[config.mk]
export PLATFORM = sky130hd
export DESIGN_NAME = quadrature_nco
export DESIGN_NICKNAME = d
export VERILOG_FILES = /design/src/nco_pkg.sv /design/src/nco_cmd_decode.sv /design/src/nco_phase_accum.sv /design/src/nco_quadrature_lut.sv /design/src/quadrature_nco.sv
export VERILOG_INCLUDE_DIRS = /design/src
export SDC_FILE = /design/constraint.sdc
export NUM_CORES = 1
export LEC_CHECK = 0
export BUFFER_PORTS_ARGS = -buffer_cell sky130_fd_sc_hd__buf_4
export CAP_MARGIN = 0
export CORE_MARGIN = 3
export CORE_UTILIZATION = 55
export CTS_BUF_LIST = sky130_fd_sc_hd__clkbuf_4 sky130_fd_sc_hd__clkbuf_8
export CTS_CLUSTER_SIZE = 25
export DETAILED_ROUTE_END_ITERATION = 8
export PLACE_DENSITY = 0.78
export SETUP_SLACK_MARGIN = 0.15
export SLEW_MARGIN = 20
export SYNTH_ARGS = -nofsm -noshare
export SYNTH_HDL_FRONTEND = slang
export SYNTH_HIERARCHICAL = 1
export SYNTH_SLANG_ARGS = --single-unit
[constraint.sdc]
create_clock -name clk -period 1.8 [get_ports clk]
set_clock_uncertainty 0.05 [all_clocks]
set_input_delay 0.54 -clock clk [delete_from_list [all_inputs] [get_ports clk]]
set_output_delay 0.54 -clock clk [all_outputs]
set_load 0.01 [all_outputs]
[src/nco_settings.svh]
// Width and table-size macros for the quadrature NCO
`ifndef NCO_SETTINGS_SVH
`define NCO_SETTINGS_SVH

// Phase accumulator, frequency word and phase offset
`define NCO_PHASE_W 8

// Unsigned output sample, midscale at 128
`define NCO_SAMPLE_W 8

// Table index, taken from the top bits of the phase
`define NCO_IDX_W 3

// Number of entries in the sine table
`define NCO_LUT_DEPTH (1 << `NCO_IDX_W)

// Index shift for a quarter period (cosine leads sine)
`define NCO_QUARTER (`NCO_LUT_DEPTH / 4)

`endif

[src/nco_pkg.sv]
// Package with NCO vector types, opcode and decoder enums, command/control/sample structs
`include "nco_settings.svh"

package nco_pkg;

    typedef logic [`NCO_PHASE_W-1:0]  phase_t;    // Phase or frequency word
    typedef logic [`NCO_SAMPLE_W-1:0] sample_t;   // Unsigned, midscale 128
    typedef logic [`NCO_IDX_W-1:0]    lut_idx_t;  // Sine table index

    typedef enum logic [1:0] {
        OP_SET_FREQ  = 2'd0,
        OP_SET_PHASE = 2'd1,
        OP_STEP      = 2'd2,
        OP_CLEAR     = 2'd3
    } nco_op_e;

    // Decoder FSM
    typedef enum logic [1:0] {
        IDLE,
        ISSUE,
        WAIT_RESULT,
        HOLD_ACK
    } dec_state_e;

    // Host command
    typedef struct packed {
        nco_op_e opcode;
        phase_t  data;
    } nco_cmd_t;

    // One-hot strobes from decode to execute
    typedef struct packed {
        logic   load_freq;
        logic   load_offset;
        logic   clear;
        logic   step;
        phase_t data;
    } exec_ctrl_t;

    typedef struct packed {
        sample_t sine;
        sample_t cosine;
    } sample_pair_t;

endpackage

[src/nco_cmd_decode.sv]
// Four-phase req/ack command decoder with req synchronizer and control strobe FSM
`timescale 1ns/1ns

module nco_cmd_decode (
    input  logic                clk,
    input  logic                reset,
    input  logic                req,
    input  nco_pkg::nco_cmd_t   cmd,
    input  logic                result_valid,
    output logic                ack,
    output nco_pkg::exec_ctrl_t ctrl
);
    import nco_pkg::*;

    logic       req_meta;
    logic       req_sync;
    logic       req_sync_d;   // For edge detection
    logic       req_rise;
    nco_cmd_t   cmd_q;
    dec_state_e state;
    dec_state_e state_next;
    logic       issue;

    // Two-flop synchronizer on req
    always_ff @(posedge clk) begin
        if (reset) begin
            req_meta   <= 1'b0;
            req_sync   <= 1'b0;
            req_sync_d <= 1'b0;
        end else begin
            req_meta   <= req;
            req_sync   <= req_meta;
            req_sync_d <= req_sync;
        end
    end

    assign req_rise = req_sync && !req_sync_d;

    // Host keeps cmd stable until ack, so one capture is enough
    always_ff @(posedge clk) begin
        if (state == IDLE && req_rise) begin
            cmd_q <= cmd;
        end
    end

    always_comb begin
        state_next = state;
        case (state)
            IDLE:        if (req_rise) state_next = ISSUE;
            ISSUE:       state_next = (cmd_q.opcode == OP_STEP) ? WAIT_RESULT : HOLD_ACK;
            WAIT_RESULT: if (result_valid) state_next = HOLD_ACK;
            HOLD_ACK:    if (!req_sync) state_next = IDLE;  // Slow host holds us here
            default:     state_next = IDLE;
        endcase
    end

    always_ff @(posedge clk) begin
        if (reset) begin
            state <= IDLE;
            ack   <= 1'b0;
        end else begin
            state <= state_next;
            ack   <= (state_next == HOLD_ACK);  // Rises entering HOLD_ACK, falls leaving
        end
    end

    // Exactly one strobe during the single ISSUE cycle
    assign issue = (state == ISSUE);

    always_comb begin
        ctrl.load_freq   = issue && (cmd_q.opcode == OP_SET_FREQ);
        ctrl.load_offset = issue && (cmd_q.opcode == OP_SET_PHASE);
        ctrl.clear       = issue && (cmd_q.opcode == OP_CLEAR);
        ctrl.step        = issue && (cmd_q.opcode == OP_STEP);
        ctrl.data        = cmd_q.data;
    end

endmodule

[src/nco_phase_accum.sv]
// Execute stage with frequency, offset and phase accumulator registers
`timescale 1ns/1ns

module nco_phase_accum (
    input  logic                clk,
    input  logic                reset,
    input  nco_pkg::exec_ctrl_t ctrl,
    output nco_pkg::phase_t     sample_phase,
    output logic                phase_valid
);
    import nco_pkg::*;

    phase_t freq;    // Phase increment per step
    phase_t offset;  // Added to the accumulator on output only
    phase_t accum;

    always_ff @(posedge clk) begin
        if (reset) begin
            freq        <= '0;
            offset      <= '0;
            accum       <= '0;
            phase_valid <= 1'b0;
        end else begin
            phase_valid <= ctrl.step;

            if (ctrl.load_freq) begin
                freq <= ctrl.data;
            end

            if (ctrl.load_offset) begin
                offset <= ctrl.data;
            end

            // Strobes are one-hot, clear and step never coincide
            if (ctrl.clear) begin
                accum <= '0;
            end else if (ctrl.step) begin
                accum <= accum + freq;  // Wraps modulo 256
            end
        end
    end

    // Phase of the current accumulator value, before the advance
    always_ff @(posedge clk) begin
        if (ctrl.step) begin
            sample_phase <= accum + offset;
        end
    end

endmodule

[src/nco_quadrature_lut.sv]
// Result stage with 8-entry sine table and registered sine/cosine pair
`timescale 1ns/1ns
`include "nco_settings.svh"

module nco_quadrature_lut (
    input  logic                  clk,
    input  logic                  reset,
    input  nco_pkg::phase_t       sample_phase,
    input  logic                  phase_valid,
    output nco_pkg::sample_pair_t sample,
    output logic                  result_valid
);
    import nco_pkg::*;

    // One full period, unsigned around 128
    localparam sample_t SINE_TABLE [`NCO_LUT_DEPTH] = '{
        8'd128, 8'd218, 8'd255, 8'd218,
        8'd128, 8'd37,  8'd0,   8'd37
    };

    lut_idx_t sin_idx;
    lut_idx_t cos_idx;

    assign sin_idx = sample_phase[`NCO_PHASE_W-1 -: `NCO_IDX_W];
    assign cos_idx = sin_idx + lut_idx_t'(`NCO_QUARTER);  // Wraps within the table

    always_ff @(posedge clk) begin
        if (reset) begin
            // Pair for phase zero
            sample.sine   <= SINE_TABLE[0];
            sample.cosine <= SINE_TABLE[`NCO_QUARTER];
            result_valid  <= 1'b0;
        end else begin
            result_valid <= phase_valid;
            if (phase_valid) begin
                sample.sine   <= SINE_TABLE[sin_idx];
                sample.cosine <= SINE_TABLE[cos_idx];
            end
        end
    end

endmodule

[src/quadrature_nco.sv]
// Top level of the quadrature NCO with decode, execute and result stages
`timescale 1ns/1ns

module quadrature_nco (
    input  logic                  clk,
    input  logic                  reset,
    input  logic                  req,
    input  nco_pkg::nco_cmd_t     cmd,
    output logic                  ack,
    output nco_pkg::sample_pair_t sample
);
    import nco_pkg::*;

    exec_ctrl_t ctrl;          // Decode to execute
    phase_t     sample_phase;  // Execute to result
    logic       phase_valid;
    logic       result_valid;  // Result back to decode

    nco_cmd_decode i_nco_cmd_decode (
        .clk          (clk),
        .reset        (reset),
        .req          (req),
        .cmd          (cmd),
        .result_valid (result_valid),
        .ack          (ack),
        .ctrl         (ctrl)
    );

    nco_phase_accum i_nco_phase_accum (
        .clk          (clk),
        .reset        (reset),
        .ctrl         (ctrl),
        .sample_phase (sample_phase),
        .phase_valid  (phase_valid)
    );

    nco_quadrature_lut i_nco_quadrature_lut (
        .clk          (clk),
        .reset        (reset),
        .sample_phase (sample_phase),
        .phase_valid  (phase_valid),
        .sample       (sample),
        .result_valid (result_valid)
    );

endmodule

==> reports/qor.tcl, run 1 <==
set qor(worst_setup_path_category) {reg -> reg}
set qor(gp_routability_congestion) 0.871
set qor(switching_share) 0.213
set qor(sequential_power_share) 0.616
set qor(cts_inserted_buffers) 5
set qor(fin_setup_tns_ps) 0
set qor(area.sequential_um2) 1160
set qor(most-common-layout-cells) {sky130_fd_sc_hd__buf_4, sky130_fd_sc_hd__nor2_1, sky130_fd_sc_hd__dfxtp_1}
set qor(mean_instance_size_in_the_synthesized_netlist_um2) 10.4
set qor(final_layout_size_suffix_gt1_frac) 0.336
set qor(mostFrequentLayoutCell) {sky130_fd_sc_hd__buf_4}
set qor(grt_pass1_wl_um) 7290
set qor(count_of_final_hold_check_violations) 0
set qor(worst-r2r-cell-count) 8
set qor(leakage_nw) 1.08
set qor(arrival_ps) 1920
set qor(internal_dissipation_mw) 1.54
set qor(cts_tree) {yes}
set qor(grt_antenna_before_repair) 0
set qor(pin_count) 30
set qor(placed_cells) 307
set qor(postSynthCellCount) 247
set qor(largest_net_degree_at_the_start_of_global_routing) 16
set qor(tritoncts_num_sinks) 51
set qor(final_std_cells_w_o_fill) 317
set qor(numPortBuffers) 29
set qor(drt_first_iter_violations) 82
set qor(fin_area_um2) 2970
set qor(clk_transition_reported_paths_ps) 90
set qor(starting_utilization_of_the_core_area) 0.581
set qor(dp.final_hpwl_um) 3230
set qor(tightest_slew_ps) 355
set qor(p_sw_mw) 0.417
set qor(grt_util_met1) 0.227
set qor(synth_warnings) 6
set qor(timing_max_transition_violations_final) 0
set qor(area_growth_pct) 15.6
set qor(fmaxAchievable_mhz) 559
set qor(global_route.usage.met2) 0.289
set qor(fp.dieArea_um2) 5520
set qor(post-route-min-period_ps) 1790
set qor(routed_vias) 1786
set qor(firstDrtPassIters) 4
set qor(antennaDiodeCount) 0
set qor(design.final.nets) 293
set qor(drc) 0
set qor(finalSetupViolations) 0
set qor(drt-wirelength-per-cell_um) 14.7
set qor(required_ps) 1930
set qor(path_max_fanout) 3
set qor(busiest_layer) {met2}
set qor(grt_setup_unrepaired) {yes}
set qor(die-width_um) 74.3
set qor(final_worst_path_cycle_share) 0.995
set qor(clock_tree.htree_level_count) 2
set qor(worst_vdd_rail_ir_drop_mv) 0.504
set qor(first_global_vias) 1571
set qor(worst_hold_startpoint) {cmd[7]}
set qor(finalCoreUtilization) 0.672
set qor(filler_cell_count) 322
set qor(end_kind) {flop}
set qor(cts.path.max_buffers) 2
set qor(placement_rows) 24
set qor(hold_buffers) 0
set qor(chipHeight_um) 74.3
set qor(root_buffer_selected_by_cts) {sky130_fd_sc_hd__clkbuf_8}
set qor(pwr_density_cell_nw_per_um2) 661
set qor(grt_remaining_overflow) 0
set qor(power.clock.fraction) 0.339
set qor(startpoint) {i_nco_phase_accum/accum[0]}
set qor(worst_hold_class) {in -> reg}
set qor(clock_insertion_delay_worst_skew_ps) 300
set qor(holdWs_ps) 356
set qor(startpoint_type) {flop}
set qor(timing.max_cap.violations) 0
set qor(combinationalPowerShare) 0.046
set qor(fp.coreArea_um2) 4410
set qor(final_antenna_net_count) 0
set qor(globalRouteTotalUtil) 0.175
set qor(dpl-instance-area_um2) 2720
set qor(avgViaCountPerCell) 5.63
set qor(synth.cell_area_um2) 2560
set qor(run_status) {complete, no violations}
set qor(max-slew-margin-rel) 0.763
set qor(min_path_cells) 1
set qor(gr-usage-met3) 0.0405
set qor(multiInputGateArea_um2) 1330
set qor(reg2reg_from) {i_nco_phase_accum/accum[0]}
set qor(postRouteWirelength_um) 4660
set qor(syn-num-nets) 276
state kept, by name (all words and copies together), names as in the netlist, 2 cells and up:
signal                          flops
i_nco_cmd_decode/cmd_q              2
i_nco_cmd_decode/ctrl               8
i_nco_quadrature_lut/sample         6
i_nco_phase_accum/accum             8
i_nco_phase_accum/freq              8
i_nco_cmd_decode/state              2
i_nco_phase_accum/sample_phase      3
i_nco_phase_accum/offset            8
stage by stage:
stage	power (mW)	setup slack, ps
6_report	1.96	9.57
5_1_grt	2.03	-62.2
4_1_cts	1.97	54.7
3_5_place_dp	1.32	13.8
3_3_place_gp	1.32	69.8
2_1_floorplan	1.29	146
worst max-delay path, cell delays in order, from the launching register on:
cell	delay, ps
sky130_fd_sc_hd__dfxtp_4	380
sky130_fd_sc_hd__ha_4	130
sky130_fd_sc_hd__inv_2	30
sky130_fd_sc_hd__fa_2	360
sky130_fd_sc_hd__nor2b_4	140
sky130_fd_sc_hd__o21ai_2	80
sky130_fd_sc_hd__a21boi_2	220
sky130_fd_sc_hd__o21a_1	160
sky130_fd_sc_hd__o211ai_1	100
worst paths after layout:
kind / slack [ps] / endpoint
max: 10 / i_nco_phase_accum/accum[6]
min: 360 / i_nco_cmd_decode/ctrl[7]
max reg2reg: 10 / i_nco_phase_accum/accum[6]
min reg2reg: 400 / i_nco_cmd_decode/req_sync
cell type report:
class                      count  share of cell area
multi-input combinational    159               0.449
sequential                    51               0.393
timing repair buffer          36              0.0911
clock buffer                   7              0.0283
tap                           52              0.0219
inverter                      11              0.0139
clock inverter                 1             0.00253
routing by layer:
metal | vias to the layer above | wire length (um)
li1 | 870 | -
met1 | 856 | 2150
met2 | 54 | 2220
met3 | 6 | 224
met4 | 0 | 59
met5 | - | 0
power groups by stage:
stage / Sequential (mW) / Combinational [mW] / Clock [mW]
floorplan: 1.23 / 0.0571 / 0
global placement: 1.23 / 0.0851 / 0
detailed placement: 1.23 / 0.0869 / 0
CTS: 1.21 / 0.0878 / 0.679
global route: 1.21 / 0.0987 / 0.722
finish: 1.21 / 0.0895 / 0.664
what timing repair did:
action	in CTS	in global routing
pin swaps	4	6
gates resized for setup	13	12
endpoints found under the setup margin	5	5
setup buffers	1	1
hold endpoints to repair	0	0
Note: power is estimated with default switching activity, not from simulation.
==> inputs of run 2 (changes only) <==
--- a/config.mk
+++ b/config.mk
@@ -8,12 +8,14 @@
 export LEC_CHECK = 0
 export BUFFER_PORTS_ARGS = -buffer_cell sky130_fd_sc_hd__buf_4
 export CAP_MARGIN = 0
+export CELL_PAD_IN_SITES_DETAIL_PLACEMENT = 0
+export CELL_PAD_IN_SITES_GLOBAL_PLACEMENT = 2
 export CORE_MARGIN = 3
-export CORE_UTILIZATION = 55
+export CORE_UTILIZATION = 36
 export CTS_BUF_LIST = sky130_fd_sc_hd__clkbuf_4 sky130_fd_sc_hd__clkbuf_8
 export CTS_CLUSTER_SIZE = 25
 export DETAILED_ROUTE_END_ITERATION = 8
-export PLACE_DENSITY = 0.78
+export PLACE_DENSITY_LB_ADDON = 0.1
 export SETUP_SLACK_MARGIN = 0.15
 export SLEW_MARGIN = 20
 export SYNTH_ARGS = -nofsm -noshare
==> reports/qor.tcl, run 2 (synthesis results as in run 1) <==
set qor(run_status) {complete, no violations}
set qor(first_global_vias) 1575
set qor(globalRouteTotalUtil) 0.120
set qor(grt_setup_unrepaired) {yes}
set qor(tightest_slew_ps) 371
set qor(drc) 0
set qor(final_layout_size_suffix_gt1_frac) 0.332
set qor(internal_dissipation_mw) 1.51
set qor(cts.path.max_buffers) 2
set qor(tritoncts_num_sinks) 51
set qor(filler_cell_count) 665
set qor(clock_tree.htree_level_count) 2
set qor(final_worst_path_cycle_share) 0.936
set qor(place_worst_setup_slack_ps) -26.2
set qor(gp_routability_congestion) 0.753
set qor(postRouteWirelength_um) 4700
set qor(worst_setup_path_category) {reg -> reg}
set qor(combinationalPowerShare) 0.045
set qor(largest_net_degree_at_the_start_of_global_routing) 20
set qor(timing_max_transition_violations_final) 0
set qor(end_kind) {flop}
set qor(timing.final.ws_setup_ps) 115
set qor(finalSetupViolations) 0
set qor(timing.max_cap.violations) 0
set qor(chipHeight_um) 90.4
set qor(holdWs_ps) 355
set qor(drt_first_iter_violations) 65
set qor(post-route-min-period_ps) 1680
set qor(area.sequential_um2) 1160
set qor(most-common-layout-cells) {sky130_fd_sc_hd__buf_4, sky130_fd_sc_hd__nor2_1, sky130_fd_sc_hd__dfxtp_1}
set qor(design.final.nets) 296
set qor(grt_pass1_wl_um) 7820
set qor(drt-wirelength-per-cell_um) 12.9
set qor(required_ps) 1810
set qor(area_growth_pct) 17.0
set qor(count_of_final_hold_check_violations) 0
set qor(sequential_power_share) 0.615
set qor(clock_insertion_delay_worst_skew_ps) 300
set qor(starting_utilization_of_the_core_area) 0.373
set qor(fp.coreArea_um2) 6870
set qor(pwr_density_cell_nw_per_um2) 653
set qor(placed_cells) 350
set qor(startpoint_type) {flop}
set qor(pin_count) 30
set qor(path_max_fanout) 3
set qor(switching_share) 0.230
set qor(power.total_mw) 1.96
set qor(placement_rows) 30
set qor(grt_antenna_before_repair) 0
set qor(multiInputGateArea_um2) 1290
set qor(routed_vias) 1652
set qor(die-width_um) 90.4
set qor(root_buffer_selected_by_cts) {sky130_fd_sc_hd__clkbuf_8}
set qor(final_antenna_net_count) 0
set qor(worst_vdd_rail_ir_drop_mv) 0.392
set qor(clk_transition_reported_paths_ps) 90
set qor(final_std_cells_w_o_fill) 364
set qor(fp.dieArea_um2) 8170
set qor(numPortBuffers) 29
set qor(avgViaCountPerCell) 4.54
set qor(leakage_nw) 1.11
set qor(firstDrtPassIters) 4
set qor(cts_inserted_buffers) 5
set qor(arrival_ps) 1700
set qor(mostFrequentLayoutCell) {sky130_fd_sc_hd__buf_4}
set qor(p_sw_mw) 0.450
set qor(dp.final_hpwl_um) 3430
set qor(max-slew-margin-rel) 0.752
set qor(worst_hold_class) {in -> reg}
set qor(fmaxAchievable_mhz) 594
set qor(antennaDiodeCount) 0
set qor(power.clock.fraction) 0.339
set qor(cts_tree) {yes}
set qor(grt_remaining_overflow) 0
[run 2: cell count changes in the layout (fill, tap and decap cells not counted), sizes merged]
cell / before / now
inv: 11 / 12
clkinv: 0 / 2
clkinvlp: 1 / 0
buf: 36 / 39
clkbuf: 7 / 5
[run 2: power by group through the flow]
stage          Clock (mW)  Sequential [mW]  Combinational, mW
2_1_floorplan           0             1.23             0.0571
3_3_place_gp            0             1.23             0.0869
3_5_place_dp            0             1.23             0.0872
4_1_cts             0.715             1.21             0.0899
5_1_grt             0.748             1.21             0.0995
6_report            0.665             1.21             0.0890
[run 2: final timing paths]
path / start / cells past startpoint / slack (ps) / to
hold / removal: cmd[0] / 1 / 360 / i_nco_cmd_decode/ctrl[0]
setup reg to reg: i_nco_phase_accum/accum[1] / 8 / 120 / i_nco_phase_accum/sample_phase[6]
hold reg to reg: i_nco_cmd_decode/req_meta / 1 / 400 / i_nco_cmd_decode/req_sync
setup / recovery: i_nco_phase_accum/accum[1] / 8 / 120 / i_nco_phase_accum/sample_phase[6]
[run 2: final cells by class]
| cell class | instances | area share |
|---|---|---|
| clock buffer | 5 | 0.0229 |
| clock inverter | 3 | 0.00626 |
| inverter | 11 | 0.0138 |
| multi-input combinational | 159 | 0.430 |
| sequential | 51 | 0.388 |
| tap | 96 | 0.0400 |
| timing repair buffer | 39 | 0.0988 |
[run 2: timing repair]
action                                 CTS  global route
endpoints found under the hold margin    0             0
resized for setup                       19             3
setup endpoints to repair                5             7
hold buffers                             0             0
pin swaps                               13             6
buffers inserted                         6             0
[run 2: layer usage]
| metal | vias to the layer above | global-route usage | part of all wire |
|---|---|---|---|
| met3 | 6 | 0.0250 | 0.037 |
| met1 | 742 | 0.176 | 0.53 |
| met4 | 0 | 0.0434 | 0.014 |
| met2 | 29 | 0.174 | 0.42 |
| met5 | - | 0 | 0 |
| li1 | 875 | - | - |
[run 2: through the flow]
step / util / setup TNS (ps) / area [um2]
6_report: 0.437 / 0 / 3000
5_1_grt: 0.437 / 0 / 3000
4_1_cts: 0.436 / -26.6 / 2990
3_5_place_dp: 0.403 / -26.2 / 2770
3_3_place_gp: 0.403 / -16.0 / 2770
2_1_floorplan: - / 0 / 2590
[run 2: critical path, stage by stage, from the launching register on]
cell                       delay, ps
sky130_fd_sc_hd__dfxtp_2         380
sky130_fd_sc_hd__buf_6           130
sky130_fd_sc_hd__inv_2            50
sky130_fd_sc_hd__fa_2            350
sky130_fd_sc_hd__nor2b_2         130
sky130_fd_sc_hd__o21ai_2          60
sky130_fd_sc_hd__a21boi_2        130
sky130_fd_sc_hd__or4_1           120
sky130_fd_sc_hd__nand3_1          60
